## config.mk

```make
export PLATFORM = sky130hd
export DESIGN_NAME = inst_fetch_unit
export DESIGN_NICKNAME = d
export VERILOG_FILES = /design/src/wb_mem_pkg.sv /design/src/inst_fetch_unit.sv
export SDC_FILE = /design/constraint.sdc
export NUM_CORES = 1
export LEC_CHECK = 0
export BUFFER_PORTS_ARGS = -buffer_cell sky130_fd_sc_hd__buf_4
export CAP_MARGIN = 20
export CORE_UTILIZATION = 43
export CTS_CLUSTER_SIZE = 8
export DETAILED_ROUTE_END_ITERATION = 10
export PLACE_DENSITY = 0.78
export SLEW_MARGIN = 10
export SYNTH_ARGS = -nofsm -noshare
export SYNTH_HDL_FRONTEND = slang
export SYNTH_SLANG_ARGS = --single-unit
```

## constraint.sdc

```tcl
create_clock -name clk -period 2.2 [get_ports clk]
set_input_delay 0.33 -clock clk [delete_from_list [all_inputs] [get_ports clk]]
set_output_delay 0.33 -clock clk [all_outputs]
set_load 0.01 [all_outputs]
```

## src/wb_mem_pkg.sv

```systemverilog
package wb_mem_pkg;

  // bus widths
  localparam int ADDR_WIDTH = 32;
  localparam int DATA_WIDTH = 32;
  localparam int SEL_WIDTH  = DATA_WIDTH / 8;

  // ram holds 2**10 words, upper address bits alias
  localparam int MEM_INDEX_WIDTH = 10;

  // fetch queue sizing
  localparam int FETCH_QUEUE_DEPTH = 4;
  // count has to reach the full depth, hence the +1
  localparam int QUEUE_COUNT_WIDTH = $clog2(FETCH_QUEUE_DEPTH + 1);

  // words per fetch run
  localparam int LENGTH_WIDTH = 16;

  typedef logic [ADDR_WIDTH-1:0]        wb_addr_t;
  typedef logic [DATA_WIDTH-1:0]        wb_data_t;
  typedef logic [SEL_WIDTH-1:0]         wb_sel_t;
  typedef logic [MEM_INDEX_WIDTH-1:0]   mem_index_t;
  typedef logic [QUEUE_COUNT_WIDTH-1:0] queue_count_t;
  typedef logic [LENGTH_WIDTH-1:0]      run_length_t;

  // fetch unit states
  typedef enum logic [1:0]
  {
    FETCH_IDLE  = 2'd0,
    // issuing requests, may stall on credit
    FETCH_REQ   = 2'd1,
    // all requests out, waiting for responses
    FETCH_DRAIN = 2'd2
  } fetch_state_e;

endpackage

```

## src/inst_fetch_unit.sv

```systemverilog
`timescale 1ns/1ps

module inst_fetch_unit (
  input  logic                     clk,
  input  logic                     reset_i,

  // run request
  input  logic                     start_i,
  input  wb_mem_pkg::wb_addr_t     start_pc_i,
  input  wb_mem_pkg::run_length_t  length_i,

  // queue occupancy, for credit
  input  wb_mem_pkg::queue_count_t q_count_i,

  // instruction port master
  output logic                     inst_cyc_o,
  output logic                     inst_stb_o,
  output wb_mem_pkg::wb_addr_t     inst_adr_o,
  input  logic                     inst_ack_i,
  input  wb_mem_pkg::wb_data_t     inst_dat_i,

  // queue write side
  output logic                     q_wr_en_o,
  output wb_mem_pkg::wb_data_t     q_wr_data_o
);
  import wb_mem_pkg::*;

  fetch_state_e               state_q;
  wb_addr_t                   next_adr_q;
  run_length_t                req_left_q;
  queue_count_t               inflight_q;
  // one extra bit so the sum cannot wrap
  logic [QUEUE_COUNT_WIDTH:0] credit_used;
  logic                       credit_ok;
  logic                       issue;
  logic                       drain_done;
  logic                       start_ok;

  // words already queued plus words still on the bus
  assign credit_used = {1'b0, q_count_i} + {1'b0, inflight_q};
  assign credit_ok   = credit_used < FETCH_QUEUE_DEPTH;

  // one request per cycle while credit lasts
  assign issue = (state_q == FETCH_REQ) && credit_ok;

  // run is over once nothing is in flight and the issue stage emptied the queue
  // this lines up with the cycle where busy has just dropped
  assign drain_done = (state_q == FETCH_DRAIN) && (inflight_q == '0) && (q_count_i == '0);

  // same start rule as the issue stage
  assign start_ok = start_i && (length_i != '0) &&
                    ((state_q == FETCH_IDLE) || drain_done);

  // state machine
  always_ff @(posedge clk)
  begin
    if (reset_i)
    begin
      state_q <= FETCH_IDLE;
    end
    else
    begin
      case (state_q)
        FETCH_IDLE:
        begin
          if (start_ok)
          begin
            state_q <= FETCH_REQ;
          end
        end
        FETCH_REQ:
        begin
          // last request going out
          if (issue && (req_left_q == run_length_t'(1)))
          begin
            state_q <= FETCH_DRAIN;
          end
        end
        FETCH_DRAIN:
        begin
          if (start_ok)
          begin
            state_q <= FETCH_REQ;
          end
          else if (drain_done)
          begin
            state_q <= FETCH_IDLE;
          end
        end
        default:
        begin
          state_q <= FETCH_IDLE;
        end
      endcase
    end
  end

  // requests still to send
  always_ff @(posedge clk)
  begin
    if (reset_i)
    begin
      req_left_q <= '0;
    end
    else if (start_ok)
    begin
      req_left_q <= length_i;
    end
    else if (issue)
    begin
      req_left_q <= req_left_q - run_length_t'(1);
    end
  end

  // next word address, steps one word per request
  always_ff @(posedge clk)
  begin
    if (start_ok)
    begin
      next_adr_q <= start_pc_i;
    end
    else if (issue)
    begin
      next_adr_q <= next_adr_q + wb_addr_t'(SEL_WIDTH);
    end
  end

  // responses outstanding
  always_ff @(posedge clk)
  begin
    if (reset_i)
    begin
      inflight_q <= '0;
    end
    else
    begin
      case ({issue, inst_ack_i})
        2'b10:   inflight_q <= inflight_q + queue_count_t'(1);
        2'b01:   inflight_q <= inflight_q - queue_count_t'(1);
        default: inflight_q <= inflight_q;
      endcase
    end
  end

  // cyc held while requesting or waiting on acks
  assign inst_cyc_o = (state_q == FETCH_REQ) || (inflight_q != '0);
  assign inst_stb_o = issue;
  assign inst_adr_o = next_adr_q;

  // every ack goes straight into the queue
  assign q_wr_en_o   = inst_ack_i;
  assign q_wr_data_o = inst_dat_i;

endmodule

```

==> run metrics, run 1 <==
hold buffers post-CTS 0; Clock Latency Late Sink 0.31 ns; largest net degree at the start of global routing 39; global routing usage summed across all routing layers 19.3%; classification of the worst-slack hold path in -> reg; Worst Hold Margin 0.274 ns; area of the die 0.00802 mm2; commonest non-fill, non-tap cell in the layout sky130_fd_sc_hd__buf_4; Iter 0 DRT Violations 131; number of input and output port buffers inserted 89; ANT cells 0; global-route wire length before repair 12,100 um; TritonCTS clock tree done; H-Tree Depth 2; post-synthesis to final-layout area growth 22.5%; clock edge transition at the registers on the reported setup and hold paths 0.10 ns; fillers 676; maximum clock path buffer count 2; clock network power share 22.4%; routed via count divided by cell count 5.39; remaining design rule violation count 0; layout cells sized above 1 29.1%; leakage component of the power 1.56 nW; Yosys reg bits 53; Internal Power 2.01 mW; post-synthesis compound-gate area fraction 12.2%; post-synthesis mux area share 0%; Simple-Gate Fraction of Synth Area 22.7%; number of buffers added by the clock tree synthesis step 5; via count of the routed design 2,865; WP data arrival 2.35 ns; routed wire length 7500 um; adder-cell area share of the yosys netlist 2.88%; crit path max fanout 4; number of distinct library cells after synthesis 40; DPL Wire Length 5630 um; Chip Width 89.6 um; Max rail drop VDD 0.326 mV; min cycle time layout 2.12 ns; remaining antenna violation count 0; post-synthesis net count 465; part of the cycle the worst path needs 96.3%; total of warnings raised by yosys 0; sequential fraction of the synthesis area 41.9%; xor-xnor portion of the synthesized cell area 8.76%; startpoint type of the worst setup path register; number of cells produced by synthesis 371; setup skew after layout 0.0117 ns; element type at the critical path end register; initial antenna violation count 0; endpoints failing hold 0; P per Cell Area 725 mW/mm2; total net switching power 915 uW; f_max 472 MHz; combinational power share 30.2%; top library cells by usage in the layout, fill and taps aside 99 x sky130_fd_sc_hd__buf_4, 48 x sky130_fd_sc_hd__nand2_1, 32 x sky130_fd_sc_hd__edfxtp_1; Max-Slew Margin vs Limit 71.6%; Core ar. 0.00733 mm2; Switching Fraction 31.3%; number of maximum-capacitance violations 0; vertical die dimension 89.6 um; TritonCTS Sinks 53; synthesized cell area 0.00330 mm2; largest family of logic cells by synthesized area simple AND/OR/NAND/NOR gates; last weighted congestion value of the routability-driven placer 0.838; buffer type at the clock tree root sky130_fd_sc_hd__clkbuf_8; starting density of the core 45.0%; Cell Area, Placed 0.00388 mm2; total grt overflow 0; final setup violation count 0; number of detailed-routing iterations run before antenna repair 4; WL/cell 14.1 um; syn_area_per_cell 8.89 um2; number of global-route vias before repair 2,710; Layout Nets 526; share of total power in sequential cells 47.3%; Final Instance Area 0.00404 mm2; row cnt 31; count of final max-slew check failures 0; Worst Path Class, Setup reg -> reg; Critical Path RT 2.43 ns; Boundary Pins 154; worst slew pin tran 0.422 ns; outcome complete, no violations
==> final timing paths <==
path                  start        endpoint  slack (ns)  cells past startpoint
max           inflight_q[1]   inflight_q[2]        0.08                      9
min           start_pc_i[3]   inst_adr_o[3]        0.27                      3
max reg2reg   inflight_q[1]   inflight_q[2]        0.08                      9
min reg2reg  req_left_q[11]  req_left_q[11]        0.48                      2
==> per-stage QoR <==
step / utilization (%) / setup TNS [ns] / cells / setup slack [ns] / power (mW)
floorplan: - / 0 / 371 / 0.0309 / 1.93
global placement: 52.9 / 0 / 521 / 0.0626 / 2.23
detailed placement: 52.9 / -0.125 / 521 / -0.125 / 2.26
CTS: 54.6 / -0.00170 / 529 / -0.00170 / 2.93
global route: 55.1 / -0.00805 / 532 / -0.00692 / 3.10
finish: 55.1 / 0 / 532 / 0.0814 / 2.93
==> synthesized netlist by cell type <==
| library cell | count | area [um2] |
|---|---|---|
| sky130_fd_sc_hd__or2_2 | 3 | 18.8 |
| sky130_fd_sc_hd__o21ai_1 | 2 | 10.0 |
| sky130_fd_sc_hd__and4_1 | 4 | 35.0 |
| sky130_fd_sc_hd__a21oi_1 | 17 | 85.1 |
| sky130_fd_sc_hd__a2bb2oi_1 | 2 | 17.5 |
| sky130_fd_sc_hd__a31oi_1 | 7 | 43.8 |
| sky130_fd_sc_hd__o211ai_1 | 2 | 15.0 |
| sky130_fd_sc_hd__o41ai_2 | 1 | 16.3 |
| sky130_fd_sc_hd__nand2_1 | 49 | 184 |
| sky130_fd_sc_hd__o311ai_0 | 2 | 17.5 |
| sky130_fd_sc_hd__o21ai_0 | 28 | 140 |
| sky130_fd_sc_hd__dfxtp_1 | 21 | 420 |
| sky130_fd_sc_hd__buf_4 | 33 | 248 |
| sky130_fd_sc_hd__and2_1 | 5 | 31.3 |
| sky130_fd_sc_hd__o2bb2a_4 | 1 | 20.0 |
| sky130_fd_sc_hd__a211oi_1 | 1 | 7.51 |
| sky130_fd_sc_hd__ha_1 | 6 | 75.1 |
| sky130_fd_sc_hd__nor4_1 | 14 | 87.6 |
| sky130_fd_sc_hd__a22oi_1 | 4 | 30.0 |
| sky130_fd_sc_hd__nand4b_1 | 1 | 8.76 |
| sky130_fd_sc_hd__nor2b_1 | 2 | 12.5 |
| sky130_fd_sc_hd__inv_2 | 1 | 3.75 |
| sky130_fd_sc_hd__xor2_1 | 12 | 105 |
| sky130_fd_sc_hd__buf_2 | 7 | 35.0 |
| sky130_fd_sc_hd__fa_1 | 1 | 20.0 |
| sky130_fd_sc_hd__clkbuf_1 | 6 | 22.5 |
| sky130_fd_sc_hd__nand4_1 | 9 | 56.3 |
| sky130_fd_sc_hd__xnor2_1 | 21 | 184 |
| sky130_fd_sc_hd__or3_1 | 4 | 25.0 |
| sky130_fd_sc_hd__and3_1 | 5 | 31.3 |
| sky130_fd_sc_hd__buf_1 | 1 | 3.75 |
| sky130_fd_sc_hd__nor2_1 | 14 | 52.6 |
| sky130_fd_sc_hd__nand2b_1 | 1 | 6.26 |
| sky130_fd_sc_hd__buf_6 | 2 | 22.5 |
| sky130_fd_sc_hd__edfxtp_1 | 32 | 961 |
| sky130_fd_sc_hd__nor3_1 | 10 | 50.1 |
| sky130_fd_sc_hd__nand3_1 | 25 | 125 |
| sky130_fd_sc_hd__or4_1 | 2 | 15.0 |
| sky130_fd_sc_hd__nand3_2 | 1 | 10.0 |
| sky130_fd_sc_hd__inv_1 | 12 | 45.0 |
==> cell type report <==
class	count	area, um2	area share [%]
repair buffers	103	815	20.2
inverters	13	48.8	1.21
clock buffers	5	68.8	1.70
clock inverters	3	41.3	1.02
well taps	99	124	3.07
flip-flops and latches	53	1380	34.3
multi-input cells	256	1560	38.6
==> cell families after synthesis <==
| kind of cell | after synthesis |
|---|---|
| adders and majority gates | 7 |
| DFF | 53 |
| xor gates and xnor gates | 33 |
| buffers and inverters | 62 |
| AOI/OAI and AO/OA | 67 |
| and+or+nand+nor | 149 |
==> worst max-delay path: stages (launching register included) <==
cell	delay [ns]
sky130_fd_sc_hd__dfxtp_2	0.35
sky130_fd_sc_hd__ha_1	0.28
sky130_fd_sc_hd__nand3_1	0.09
sky130_fd_sc_hd__nand3_2	0.11
sky130_fd_sc_hd__ha_2	0.18
sky130_fd_sc_hd__inv_1	0.06
sky130_fd_sc_hd__fa_2	0.33
sky130_fd_sc_hd__xor2_1	0.15
sky130_fd_sc_hd__or3_1	0.35
sky130_fd_sc_hd__a21oi_2	0.15
==> power by group through the flow <==
stage	clock network (mW)	registers (mW)	logic, mW
after floorplan	0	1.42	0.510
final	0.657	1.39	0.885
after global placement	0	1.40	0.831
after detailed placement	0	1.40	0.861
after CTS	0.681	1.38	0.872
after global routing	0.707	1.41	0.989
==> per-layer routing <==
layer / up-vias / wire length [um] / GRT usage (%) / share of wire, %
met4: 0 / 111 / 5.19 / 1.5
met5: - / 0 / 0 / 0
li1: 1411 / - / - / -
met2: 114 / 3600 / 33.7 / 48
met3: 17 / 476 / 3.29 / 6.3
met1: 1323 / 3310 / 24.7 / 44
==> timing repair <==
action	4_1_cts	5_1_grt
endpoints found under the hold margin	0	0
setup endpoints to repair	2	2
resized for setup	3	6
setup buffers	0	3
pin swaps	0	4
==> sequential cells by signal (all words and copies together) (netlist names) <==
signal and flops:
inst_adr_o 32, req_left_q 16, state_q 2, inflight_q 3
Power figures use the tool's default switching activity.
==> inputs of run 2 (changes only) <==
CELL_PAD_IN_SITES_DETAIL_PLACEMENT = 1   (was default)
CELL_PAD_IN_SITES_GLOBAL_PLACEMENT = 2   (was default)
CORE_UTILIZATION = 24   (was 43)
==> run metrics, run 2 (synthesis results as in run 1) <==
Cell Chain, Critical Path ha_1 > nand3_1 > nand3_2 > ha_2 > inv_1 > fa_1 > xor2_1 > or3_1 > a21oi_1 (was ha_1 > nand3_1 > nand3_2 > ha_2 > inv_1 > fa_2 > xor2_1 > or3_1 > a21oi_2); count of placed standard cells in the final layout, fillers left out 610 (was 532); hold buffers post-CTS 0 (unchanged); setup skew after layout 0.00436 ns (was 0.0117 ns); number of buffers added by the clock tree synthesis step 5 (unchanged); post-synthesis to final-layout area growth 27.4% (was 22.5%); routed wire length 9450 um (was 7500 um); initial antenna violation count 0 (unchanged); number of maximum-capacitance violations 0 (unchanged); starting density of the core 24.7% (was 45.0%); Max-Slew Margin vs Limit 69.1% (was 71.6%); number of input and output port buffers inserted 89 (unchanged); crit path max fanout 4 (unchanged); number of detailed-routing iterations run before antenna repair 4 (unchanged); TritonCTS Sinks 53 (unchanged); remaining design rule violation count 0 (unchanged); WP data arrival 2.34 ns (was 2.35 ns); total grt overflow 0 (unchanged); routed via count divided by cell count 4.78 (was 5.39); DPL Wire Length 6800 um (was 5630 um); leakage component of the power 1.60 nW (was 1.56 nW); min cycle time layout 2.11 ns (was 2.12 ns); number of global-route vias before repair 2,963 (was 2,710); top library cells by usage in the layout, fill and taps aside 101 x sky130_fd_sc_hd__buf_4, 48 x sky130_fd_sc_hd__nand2_1, 32 x sky130_fd_sc_hd__edfxtp_1 (was 99 x sky130_fd_sc_hd__buf_4, 48 x sky130_fd_sc_hd__nand2_1, 32 x sky130_fd_sc_hd__edfxtp_1); Cells on Worst Hold Path 3 (unchanged); WL/cell 15.5 um (was 14.1 um); Max rail drop VDD 0.260 mV (was 0.326 mV); Boundary Pins 154 (unchanged); area of the die 0.0142 mm2 (was 0.00802 mm2); f_max 474 MHz (was 472 MHz); Final Instance Area 0.00420 mm2 (was 0.00404 mm2); Worst Hold Margin 0.295 ns (was 0.274 ns); H-Tree Depth 2 (unchanged); commonest non-fill, non-tap cell in the layout sky130_fd_sc_hd__buf_4 (unchanged); layout cells sized above 1 28.8% (was 29.1%); minimum setup slack among reg-to-reg paths 0.09 ns (was 0.08 ns); ANT cells 0 (unchanged); row cnt 42 (was 31); classification of the worst-slack hold path in -> reg (unchanged); TritonCTS clock tree done (unchanged); Worst Path Class, Setup reg -> reg (unchanged); Placed Cells 601 (was 521); outcome complete, no violations (unchanged); Reg2Reg Depth 9 (unchanged); count of final max-slew check failures 0 (unchanged); Critical Path RT 2.43 ns (about the same); Cell Area, Placed 0.00399 mm2 (was 0.00388 mm2); Core ar. 0.0133 mm2 (was 0.00733 mm2); peak per-stage delay on the critical path 0.37 ns (was 0.35 ns); vertical die dimension 119 um (was 89.6 um); via count of the routed design 2,918 (was 2,865); Max stage delay cell, worst path sky130_fd_sc_hd__fa_1 (was sky130_fd_sc_hd__dfxtp_2); capturing point of the worst reg2reg path inflight_q[2] (unchanged); hold wc startpoint start_pc_i[3] (unchanged); Clock Latency Late Sink 0.30 ns (was 0.31 ns); max reg flops 32 (unchanged); Layout Nets 527 (was 526); endpoints failing hold 0 (unchanged); setup slack after placement -0.0128 ns (was -0.125 ns); final setup violation count 0 (unchanged); clock edge transition at the registers on the reported setup and hold paths 0.07 ns (was 0.10 ns); maximum clock path buffer count 2 (unchanged); startpoint type of the worst setup path register (unchanged); Chip Width 119 um (was 89.6 um); smallest setup slack after layout 0.0892 ns (was 0.0814 ns); unrepaired setup endpoints after global routing true; last weighted congestion value of the routability-driven placer 0.780 (was 0.838); buffer type at the clock tree root sky130_fd_sc_hd__clkbuf_16 (was sky130_fd_sc_hd__clkbuf_8); P per Cell Area 764 mW/mm2 (was 725 mW/mm2); element type at the critical path end register (unchanged); global-route wire length before repair 14,900 um (was 12,100 um); global routing usage summed across all routing layers 13.3% (was 19.3%); end of the worst hold path inst_adr_o[3] (unchanged); Reg2Reg Launch Point inflight_q[1] (unchanged); largest net degree at the start of global routing 77 (was 39); Iter 0 DRT Violations 102 (was 131); worst slew pin tran 0.459 ns (was 0.422 ns); remaining antenna violation count 0 (unchanged); part of the cycle the worst path needs 95.9% (was 96.3%)
## run 2: how the worst max path moves through the flow
stage,from,endpoint
3_3_place_gp,q_count_i[1],inflight_q[2]
2_1_floorplan,q_count_i[1],inflight_q[2]
6_report,inflight_q[1],inflight_q[2]
5_1_grt,inflight_q[2],inst_stb_o
3_5_place_dp,q_count_i[1],inflight_q[2]
4_1_cts,inflight_q[2],inst_stb_o
## run 2: stage by stage
stage	setup TNS [ns]	utilization, %	total power [mW]
global route	-0.0198	31.5	3.41
CTS	0	31.1	3.25
detailed placement	-0.0128	29.9	2.30
global placement	0	29.9	2.27
finish	0	31.5	3.21
floorplan	0	-	1.93
## run 2: repair_timing
item / in CTS / in global routing
cloned: 0 / 1
setup endpoints to repair: 1 / 24
endpoints found under the hold margin: 0 / 0
setup buffers: 0 / 0
resized for setup: 2 / 5
## run 2: layer usage
metal | vias up | track usage (%) | routed length, um
met3 | 19 | 3.83 | 599
met4 | 0 | 4.11 | 130
met5 | - | 0 | 0
met2 | 90 | 21.4 | 4500
met1 | 1390 | 17.0 | 4220
li1 | 1419 | - | -
## run 2: report_power, final
| part | switching, mW | internal (mW) | total, mW |
|---|---|---|---|
| combinational | 0.467 | 0.445 | 0.912 |
| clock | 0.375 | 0.540 | 0.915 |
| sequential | 0.151 | 1.23 | 1.39 |
| total | 0.992 | 2.22 | 3.21 |
## run 2: worst max-delay path: cells and delay by family, from the launching register on
| kind | cells | cell delay, ns |
|---|---|---|
| AND/OR/NAND/NOR | 3 | 0.52 |
| AO/OA/AOI/OAI | 1 | 0.14 |
| flip-flops | 1 | 0.34 |
| buffers and inverters | 1 | 0.05 |
| adder cells (fa/ha/maj) | 3 | 0.83 |
| XOR/XNOR | 1 | 0.16 |
## run 2: layout make-up
class	instances	area, um2
Clock buffer	6	129
Clock inverter	2	38.8
Fill cell	1593	9150
Inverter	13	48.8
Multi-Input combinational cell	256	1550
Sequential cell	53	1380
Tap cell	176	220
Timing Repair Buffer	104	831
==> inputs of run 3 (changes only) <==
CORE_ASPECT_RATIO = 0.7   (was default)
CORE_UTILIZATION = 28   (was 24)
PLACE_DENSITY = 0.85   (was 0.78)
clock period = 2.7 ns   (was 2.2 ns; I/O delays follow)
==> run metrics, run 3 (synthesis results as in run 1) <==
largest net degree at the start of global routing 46 (was 77); commonest non-fill, non-tap cell in the layout sky130_fd_sc_hd__buf_4 (unchanged); Chip Width 132 um (was 119 um); Layout Nets 518 (was 527); via count of the routed design 2,880 (was 2,918); endpoints failing hold 0 (unchanged); Boundary Pins 154 (unchanged); Worst Path Class, Setup reg -> reg (unchanged); ANT cells 0 (unchanged); WL/cell 16.1 um (was 15.5 um); row cnt 32 (was 42); count of final max-slew check failures 0 (unchanged); hold buffers post-CTS 0 (unchanged); TritonCTS clock tree done (unchanged); Max rail drop VDD 0.228 mV (was 0.260 mV); setup slack after placement 0.339 ns (was -0.0128 ns); Iter 0 DRT Violations 112 (was 102); area of the die 0.0122 mm2 (was 0.0142 mm2); fillers 1,339 (was 1,593); global routing usage summed across all routing layers 16.0% (was 13.3%); top library cells by usage in the layout, fill and taps aside 94 x sky130_fd_sc_hd__buf_4, 49 x sky130_fd_sc_hd__nand2_1, 32 x sky130_fd_sc_hd__edfxtp_1 (was 101 x sky130_fd_sc_hd__buf_4, 48 x sky130_fd_sc_hd__nand2_1, 32 x sky130_fd_sc_hd__edfxtp_1); Max-Slew Margin vs Limit 62.5% (was 69.1%); Post-CTS Setup Repair Bufs 0 (unchanged); routed wire length 9310 um (was 9450 um); WP data arrival 2.28 ns (was 2.34 ns); H-Tree Depth 2 (unchanged); number of global-route vias before repair 2,939 (was 2,963); remaining design rule violation count 0 (unchanged); last weighted congestion value of the routability-driven placer 0.814 (was 0.780); final setup violation count 0 (unchanged); setup skew after layout 0.00543 ns (was 0.00436 ns); Core ar. 0.0113 mm2 (was 0.0133 mm2); final sum of negative setup slack 0 ns (unchanged); global-route wire length before repair 15,500 um (was 14,900 um); post-synthesis to final-layout area growth 22.0% (was 27.4%); Clock Latency Late Sink 0.30 ns (about the same); classification of the worst-slack hold path in -> reg (unchanged); Cell Chain, Critical Path and3_1 > nand4_1 > nor4_1 > xnor2_1 > o21ai_0 (was ha_1 > nand3_1 > nand3_2 > ha_2 > inv_1 > fa_1 > xor2_1 > or3_1 > a21oi_1); part of the cycle the worst path needs 82.7% (was 95.9%); worst slew pin tran 0.561 ns (was 0.459 ns); starting density of the core 29.3% (was 24.7%); number of buffers added by the clock tree synthesis step 5 (unchanged); Critical Path RT 2.74 ns (was 2.43 ns); buffer type at the clock tree root sky130_fd_sc_hd__clkbuf_16 (unchanged); TritonCTS Sinks 53 (unchanged); number of maximum-capacitance violations 0 (unchanged); P per Cell Area 616 mW/mm2 (was 764 mW/mm2); number of input and output port buffers inserted 89 (unchanged); min cycle time layout 2.23 ns (was 2.11 ns); vertical die dimension 92.8 um (was 119 um); maximum clock path buffer count 2 (unchanged); buffers plus inverters on the worst setup path 0 (was 1); layout cells sized above 1 25.6% (was 28.8%); DPL Wire Length 6960 um (was 6800 um); max reg flops 32 (unchanged); clock edge transition at the registers on the reported setup and hold paths 0.07 ns (about the same); unrepaired setup endpoints after global routing false (was true); delay-heaviest family, CP simple AND/OR/NAND/NOR gates (was adder cells); startpoint type of the worst setup path register (unchanged); f_max 448 MHz (was 474 MHz); routed via count divided by cell count 4.98 (was 4.78); Max stage delay cell, worst path sky130_fd_sc_hd__nor4_1 (was sky130_fd_sc_hd__fa_1); number of detailed-routing iterations run before antenna repair 4 (unchanged); peak per-stage delay on the critical path 0.53 ns (was 0.37 ns); initial antenna violation count 0 (unchanged); Resized cells post-CTS 0 (was 2); total grt overflow 0 (unchanged); element type at the critical path end register (unchanged); total power 2.48 mW (was 3.21 mW); crit path max fanout 13 (was 4); smallest setup slack after layout 0.468 ns (was 0.0892 ns); outcome complete, no violations (unchanged); leakage component of the power 1.53 nW (was 1.60 nW); remaining antenna violation count 0 (unchanged)
==> run 3: worst paths after layout <==
| path | startpoint | end | slack [ns] | depth (start not counted) |
|---|---|---|---|---|
| setup / recovery | inst_adr_o[12] | inst_adr_o[27] | 0.47 | 5 |
| hold / removal | start_pc_i[3] | inst_adr_o[3] | 0.37 | 3 |
| setup reg to reg | inst_adr_o[12] | inst_adr_o[27] | 0.47 | 5 |
| hold reg to reg | req_left_q[11] | req_left_q[11] | 0.47 | 2 |
==> run 3: worst reg2reg max path, stage by stage, from the launching register on <==
cell and delay, ns:
sky130_fd_sc_hd__edfxtp_1 0.44, sky130_fd_sc_hd__and3_1 0.28, sky130_fd_sc_hd__nand4_1 0.48, sky130_fd_sc_hd__nor4_1 0.53, sky130_fd_sc_hd__xnor2_1 0.16, sky130_fd_sc_hd__o21ai_0 0.09
==> run 3: report_power, final <==
part	internal (mW)	switching (mW)
logic	0.327	0.363
clock network	0.342	0.306
registers	1.01	0.135
total	1.67	0.803
==> run 3: through the flow <==
stage          area (um2)  utilization (%)  cells  hold slack, ns
6_report             4020             35.8    578           0.371
5_1_grt              4020             35.8    578           0.387
4_1_cts              4020             35.8    578           0.363
3_5_place_dp         3880             34.5    570           0.459
3_3_place_gp         3880             34.5    570           0.452
2_1_floorplan        3300                -    371           0.438
==> run 3: layout make-up <==
class	instances	area, um2	share of cell area (%)
multi-input combinational	256	1540	38.2
inverter	13	48.8	1.21
clock buffer	6	129	3.20
timing repair buffer	95	726	18.0
sequential	53	1380	34.3
clock inverter	2	10.0	0.249
tap	153	191	4.76
==> run 3: layer usage <==
layer  up-vias  part of all wire, %  GRT usage [%]
met2        74                   44           24.6
met4         0                  1.2           5.04
met3        12                  4.5           4.16
met5         -                    0              0
li1       1400                    -              -
met1      1394                   50           21.7
